### src/fontGlyphs.hex
// One glyph per line for codes 0x20 to 0x3F, 12 rows of 8 pixels
// Leftmost byte is the top row, most significant bit of each byte is the left pixel
000000000000000000000000
001818181818180018180000
006C6C240000000000000000
006C6CFE6C6CFE6C6C000000
187CC6C07C06C67C18180000
00C6CC183066C60000000000
00386C3876DCCC7600000000
001818300000000000000000
000C1830303030180C000000
0030180C0C0C0C1830000000
0000663CFF3C660000000000
000018187E18180000000000
000000000000001818300000
000000007E00000000000000
000000000000001818000000
00060C183060C00000000000
007CC6CEDEF6E6C67C000000
00183878181818187E000000
007CC6060C183060FE000000
007CC6063C0606C67C000000
000C1C3C6CCCFE0C0C000000
00FEC0C0FC0606C67C000000
003860C0FCC6C6C67C000000
00FEC6060C18303030000000
007CC6C67CC6C6C67C000000
007CC6C67E06060C78000000
000018180000181800000000
000018180000181830000000
00060C18306030180C060000
0000007E00007E0000000000
006030180C060C1830600000
007CC6C60C18180018180000

### src/design/vgaTextPkg.sv
package vgaTextPkg;

	// Horizontal timing in pixels
	localparam int hCountW = 10;
	localparam logic [hCountW-1:0] hActive = 10'd640;
	localparam logic [hCountW-1:0] hFront = 10'd16;
	localparam logic [hCountW-1:0] hSync = 10'd96;
	localparam logic [hCountW-1:0] hBack = 10'd48;
	localparam logic [hCountW-1:0] hTotal = hActive + hFront + hSync + hBack; // 800

	// Vertical timing in lines
	localparam int vCountW = 10;
	localparam logic [vCountW-1:0] vActive = 10'd480;
	localparam logic [vCountW-1:0] vFront = 10'd10;
	localparam logic [vCountW-1:0] vSync = 10'd2;
	localparam logic [vCountW-1:0] vBack = 10'd33;
	localparam logic [vCountW-1:0] vTotal = vActive + vFront + vSync + vBack; // 525

	// Character grid
	localparam int textCols = 64;
	localparam int textRows = 40;
	localparam int cellCount = textCols * textRows;
	localparam int colAddrW = $clog2(textCols);
	localparam int rowAddrW = $clog2(textRows);
	localparam int cellAddrW = rowAddrW + colAddrW;
	localparam int textColW = 7; // Counts up to 99 across the full line
	localparam int textRowW = 6; // Counts up to 43 across the full frame

	// Glyph cell
	localparam int glyphWidth = 8;
	localparam int glyphHeight = 12;
	localparam int glyphXW = $clog2(glyphWidth);
	localparam int glyphYW = $clog2(glyphHeight);
	localparam int glyphBits = glyphWidth * glyphHeight;

	// Reduced font, codes 0x20 to 0x3F only
	localparam logic [7:0] fontFirst = 8'h20;
	localparam int fontCount = 32;
	localparam int fontIdxW = $clog2(fontCount);
	localparam string fontFile = "/design/src/fontGlyphs.hex";

	typedef struct packed {
		logic red;
		logic green;
		logic blue;
	} colourIdx;

	// Code in the low byte
	typedef struct packed {
		colourIdx fgColour;
		colourIdx bgColour;
		logic [7:0] code;
	} cellAttr;

	typedef struct packed {
		logic valid;
		logic [cellAddrW-1:0] addr; // {row, col}
		cellAttr attr;
	} cellWrite;

	typedef struct packed {
		logic [textColW-1:0] textCol;
		logic [textRowW-1:0] textRow;
		logic [glyphXW-1:0] glyphX;
		logic [glyphYW-1:0] glyphY;
		logic inText;
		logic displayEn;
		logic hSyncN;
		logic vSyncN;
	} beamPos;

	// Beam state with both syncs idle and nothing visible
	localparam beamPos beamIdle = '{hSyncN: 1'b1, vSyncN: 1'b1, default: '0};

	function automatic logic [7:0] expandChannel(input logic on);
		return on ? 8'hFF : 8'h00;
	endfunction

endpackage

### src/design/syncTimer.sv
`timescale 1ns/1ps

module syncTimer
	import vgaTextPkg::*;
(
	input logic VGA_CLK,
	input logic reset,
	output beamPos beam
);

	localparam logic [hCountW-1:0] hSyncStart = hActive + hFront;
	localparam logic [hCountW-1:0] hSyncEnd = hActive + hFront + hSync;
	localparam logic [vCountW-1:0] vSyncStart = vActive + vFront;
	localparam logic [vCountW-1:0] vSyncEnd = vActive + vFront + vSync;

	logic [hCountW-1:0] hCount;
	logic [vCountW-1:0] vCount;
	logic [textColW-1:0] textCol;
	logic [textRowW-1:0] textRow;
	logic [glyphXW-1:0] glyphX;
	logic [glyphYW-1:0] glyphY;
	logic lastPixel;
	logic lastLine;
	logic displayEn;

	assign lastPixel = (hCount == hTotal - 1'b1);
	assign lastLine = (vCount == vTotal - 1'b1);

	always_ff @(posedge VGA_CLK or negedge reset) begin
		if (!reset) begin
			hCount <= '0;
			vCount <= '0;
			textCol <= '0;
			textRow <= '0;
			glyphX <= '0;
			glyphY <= '0;
		end else if (lastPixel) begin
			// Next line
			hCount <= '0;
			textCol <= '0;
			glyphX <= '0;
			if (lastLine) begin
				vCount <= '0;
				textRow <= '0;
				glyphY <= '0;
			end else begin
				vCount <= vCount + 1'b1;
				if (glyphY == glyphYW'(glyphHeight - 1)) begin
					glyphY <= '0;
					textRow <= textRow + 1'b1;
				end else begin
					glyphY <= glyphY + 1'b1;
				end
			end
		end else begin
			hCount <= hCount + 1'b1;
			if (glyphX == glyphXW'(glyphWidth - 1)) begin
				glyphX <= '0;
				textCol <= textCol + 1'b1;
			end else begin
				glyphX <= glyphX + 1'b1;
			end
		end
	end

	assign displayEn = (hCount < hActive) && (vCount < vActive);

	always_comb begin
		beam.textCol = textCol;
		beam.textRow = textRow;
		beam.glyphX = glyphX;
		beam.glyphY = glyphY;
		beam.displayEn = displayEn;
		beam.inText = displayEn && (textCol < textColW'(textCols))
			&& (textRow < textRowW'(textRows));
		beam.hSyncN = !((hCount >= hSyncStart) && (hCount < hSyncEnd)); // Low 656..751
		beam.vSyncN = !((vCount >= vSyncStart) && (vCount < vSyncEnd)); // Low 490..491
	end

endmodule

### config.mk
export PLATFORM = sky130hd
export DESIGN_NAME = syncTimer
export DESIGN_NICKNAME = d
export VERILOG_FILES = /design/src/design/vgaTextPkg.sv /design/src/design/syncTimer.sv
export SDC_FILE = /design/constraint.sdc
export NUM_CORES = 1
export LEC_CHECK = 0
export ABC_CLOCK_PERIOD_IN_PS = 1650
export BUFFER_PORTS_ARGS = -buffer_cell sky130_fd_sc_hd__buf_2
export CAP_MARGIN = 20
export CORE_MARGIN = 2
export CORE_UTILIZATION = 51
export CTS_CLUSTER_DIAMETER = 100
export DETAILED_ROUTE_END_ITERATION = 12
export GPL_TIMING_DRIVEN = 0
export PLACE_DENSITY = 0.74
export SYNTH_ARGS = -nofsm -noshare
export SYNTH_HDL_FRONTEND = slang
export SYNTH_SLANG_ARGS = --single-unit
### constraint.sdc
create_clock -name VGA_CLK -period 1.65 [get_ports VGA_CLK]
set_input_delay 0.0825 -clock VGA_CLK [delete_from_list [all_inputs] [get_ports VGA_CLK]]
set_output_delay 0.0825 -clock VGA_CLK [all_outputs]
set_load 0.005 [all_outputs]
==> results.py <==
metrics = {
    "clocking": {
        "cts_buffer_depth": 2,
        "clkLatencyLatePin_ns": 0.29,
        "cts-root-buf": "clkbuf_8",
        "cts_tree": "yes",
        "htreeDepth": 2,
        "path_clk_slew_ns": 0.08,
        "cts_buffers": 5,
        "cts_sinks": 40,
    },
    "worst_setup_path": {
        "cp-end-kind": "flop",
        "required_ns": 1.87,
        "rrSetupSlack_ns": 0.02,
        "r2r.worst_path.cells": 7,
        "cp-start-kind": "flop",
        "crit_end": "hCount[3]",
        "r2r-start": "hCount[0]",
        "cp.arrival_ns": 1.85,
        "timing.rr.end": "hCount[3]",
        "worstSetupStartpoint": "hCount[0]",
        "critPathMaxFanout": 10,
        "crit_type": "reg -> reg",
    },
    "place": {
        "port_buffers": 25,
        "dpl.cell_count": 277,
        "place_area_mm2": 0.00225,
        "dp_hpwl_um": 2730,
        "place.gp.congestion": 0.836,
        "preCtsSetupSlack_ns": -0.153,
    },
    "global_routing": {
        "gr-usage-all-layers_pct": 19.7,
        "grt_pass1_vias": 1447,
        "grt_max_degree": 41,
        "grt_pass1_wl_um": 6680,
        "busiest_layer": "met2",
        "antenna_found_initial": 0,
        "met1_usage_pct": 28.5,
        "met3_usage_pct": 4.00,
        "use_met2_pct": 29.3,
        "overflow": 0,
    },
    "final_layout": {
        "area_delta_synth_final_pct": 27.2,
        "design_area_mm2": 0.00263,
        "n_antenna_cell": 0,
        "final_cell_count_no_fill": 301,
        "drive_gt1_share_pct": 30.7,
        "fin_nets": 261,
    },
    "logic_synthesis": {
        "synth_top_area_cell": "dfrtp_1",
        "ys_seq_area_share_pct": 48.5,
        "synth_top_area_share_pct": 48.5,
        "postSynthAreaPerCell_um2": 10.2,
        "synth_fp_nets": 213,
        "synth.distinct_cells": 42,
        "yosys_most_used_dff": "dfrtp_1",
        "yosys-top-cells-area": "dfrtp_1 (48%), ha_1 (5.5%), nand4_1 (3.6%)",
        "yosysWarnings": 0,
        "netlist_area_mm2": 0.00206,
        "synth-seq-cells": 40,
        "syn_inst": 202,
        "async_flop_share_pct": 100,
        "synth_edf_count": 0,
        "netlist_top_cells_count": "dfrtp_1 (40), nor2_1 (17), o21ai_1 (14)",
        "post-synth-top-count-cell": "dfrtp_1",
    },
    "sta": {
        "fmax_ghz": 0.615,
        "setup_viol": 0,
        "rsz0062_at_grt": "true",
        "fin_ws_ns": 0.0248,
        "period_share_pct": 98.5,
        "min_period_ns": 1.63,
        "finalSetupTns_ns": 0,
        "drv_slew": 0,
        "hold_violations": 0,
        "fin_skew_ns": 0.00556,
        "tightest_slew_ns": 0.879,
        "maxSlewHeadroom_pct": 41.4,
    },
    "routing": {
        "drt_iter0_drc": 91,
        "drc": 0,
        "vias": 1724,
        "dr.pass1.iters": 4,
        "ant_nets": 0,
        "viasPerCell": 5.73,
        "drt_wl_total_um": 4450,
        "post_drt_wl_per_cell_um": 14.8,
    },
    "die": {
        "coreArea_mm2": 0.00394,
        "io_pins": 26,
        "die_width_um": 67.6,
        "die_y_um": 67.6,
        "start_util_pct": 52.4,
        "num_rows": 23,
        "die_area_mm2": 0.00457,
    },
    "run": {
        "drv_cap": 0,
    },
    "power": {
        "p_total_mw": 1.80,
        "p_per_area_mw_per_mm2": 687,
        "power_leakage_nw": 1.23,
        "ir_drop_mv": 0.606,
    },
    "outcome": {
        "status": "finished, final reports clean",
    },
    "hold_path": {
        "hold_class": "in -> async",
    },
}
area by class of cell:
type	count	area, um^2
buffer	7	75.1
clock buffer	5	68.8
clock inverter	3	46.3
fill	297	1320
inverter	8	30.0
multi-input combinational	146	1060
sequential	40	1000
tap	50	62.6
timing repair buffer	42	277
metrics by stage:
stage,hold slack (ns),utilization (%)
after CTS,0.469,62.3
after floorplan,-0.213,-
final,0.445,66.6
after global routing,0.505,66.6
after detailed placement,0.242,57.1
after global placement,0.259,57.1
repair_timing:
item	CTS	global route
resized for setup	11	21
hold buffers	1	0
setup buffers	6	8
hold endpoints to repair	40	0
pin swaps	3	13
endpoints found under the setup margin	28	30
cloned	1	1
layer usage:
| metal | wire length [um] | part of all wire (%) | vias to the layer above |
|---|---|---|---|
| li1 | - | - | 832 |
| met1 | 2060 | 46 | 849 |
| met2 | 2160 | 49 | 36 |
| met3 | 151 | 3.4 | 7 |
| met4 | 78 | 1.8 | 0 |
| met5 | 0 | 0 | - |
kinds of logic (layout without fill, tap and decap cells):
logic type,Yosys count,in the layout,synth area share (%)
flops,40,40,48.5
simple gates,83,83,23.5
mux,1,1,0.485
fa+ha+maj,9,9,5.45
compound gates,40,40,12.6
xor+xnor,13,13,5.52
buf+inv,16,65,4.00
report_power, final:
group / leakage, nW / switching (mW) / internal (mW)
logic: 0.642 / 0.0184 / 0.00235
clock network: 0.0548 / 0.349 / 0.455
registers: 0.528 / 0 / 0.979
state kept, by name (all words and copies together), names as in the netlist:
| register | count |
|---|---|
| hCount | 10 |
| textRow | 6 |
| glyphY | 4 |
| glyphX | 3 |
| vCount | 10 |
| textCol | 7 |
layout by cell type, fill, tap and decap left out, drive strengths merged, types with 2 or more instances in the layout:
| master | n |
|---|---|
| buf | 47 |
| dfrtp | 40 |
| o21ai | 19 |
| nor2 | 18 |
| nand4 | 12 |
| nand3 | 10 |
| inv | 9 |
| ha | 9 |
| nand2 | 8 |
| xnor2 | 7 |
| nor3 | 7 |
| a22o | 7 |
| xor2 | 6 |
| clkbuf | 6 |
| and3 | 6 |
| and2 | 5 |
| a21oi | 4 |
| nor3b | 3 |
| nor2b | 2 |
| or4 | 2 |
| a32o | 2 |
| a21o | 2 |
| or3 | 2 |
| nor4b | 2 |
| nor4 | 2 |
critical path, cell delays in order, from the launching register on:
cell,delay (ns)
dfrtp_1,0.41
ha_4,0.18
and3_4,0.19
and3_1,0.18
buf_6,0.13
clkbuf_16,0.14
buf_4,0.17
nor2_1,0.13
worst min-delay path by stage:
| stage | depth (start not counted) | to | slack, ns | from |
|---|---|---|---|---|
| floorplan | 0 | glyphX[0] | -0.21 | reset |
| global route | 1 | glyphX[0] | 0.51 | glyphX[0] |
| finish | 2 | glyphY[2] | 0.44 | reset |
| CTS | 2 | glyphY[2] | 0.47 | reset |
| global placement | 1 | glyphY[2] | 0.26 | reset |
| detailed placement | 1 | glyphY[2] | 0.24 | reset |
Power figures use the tool's default switching activity.
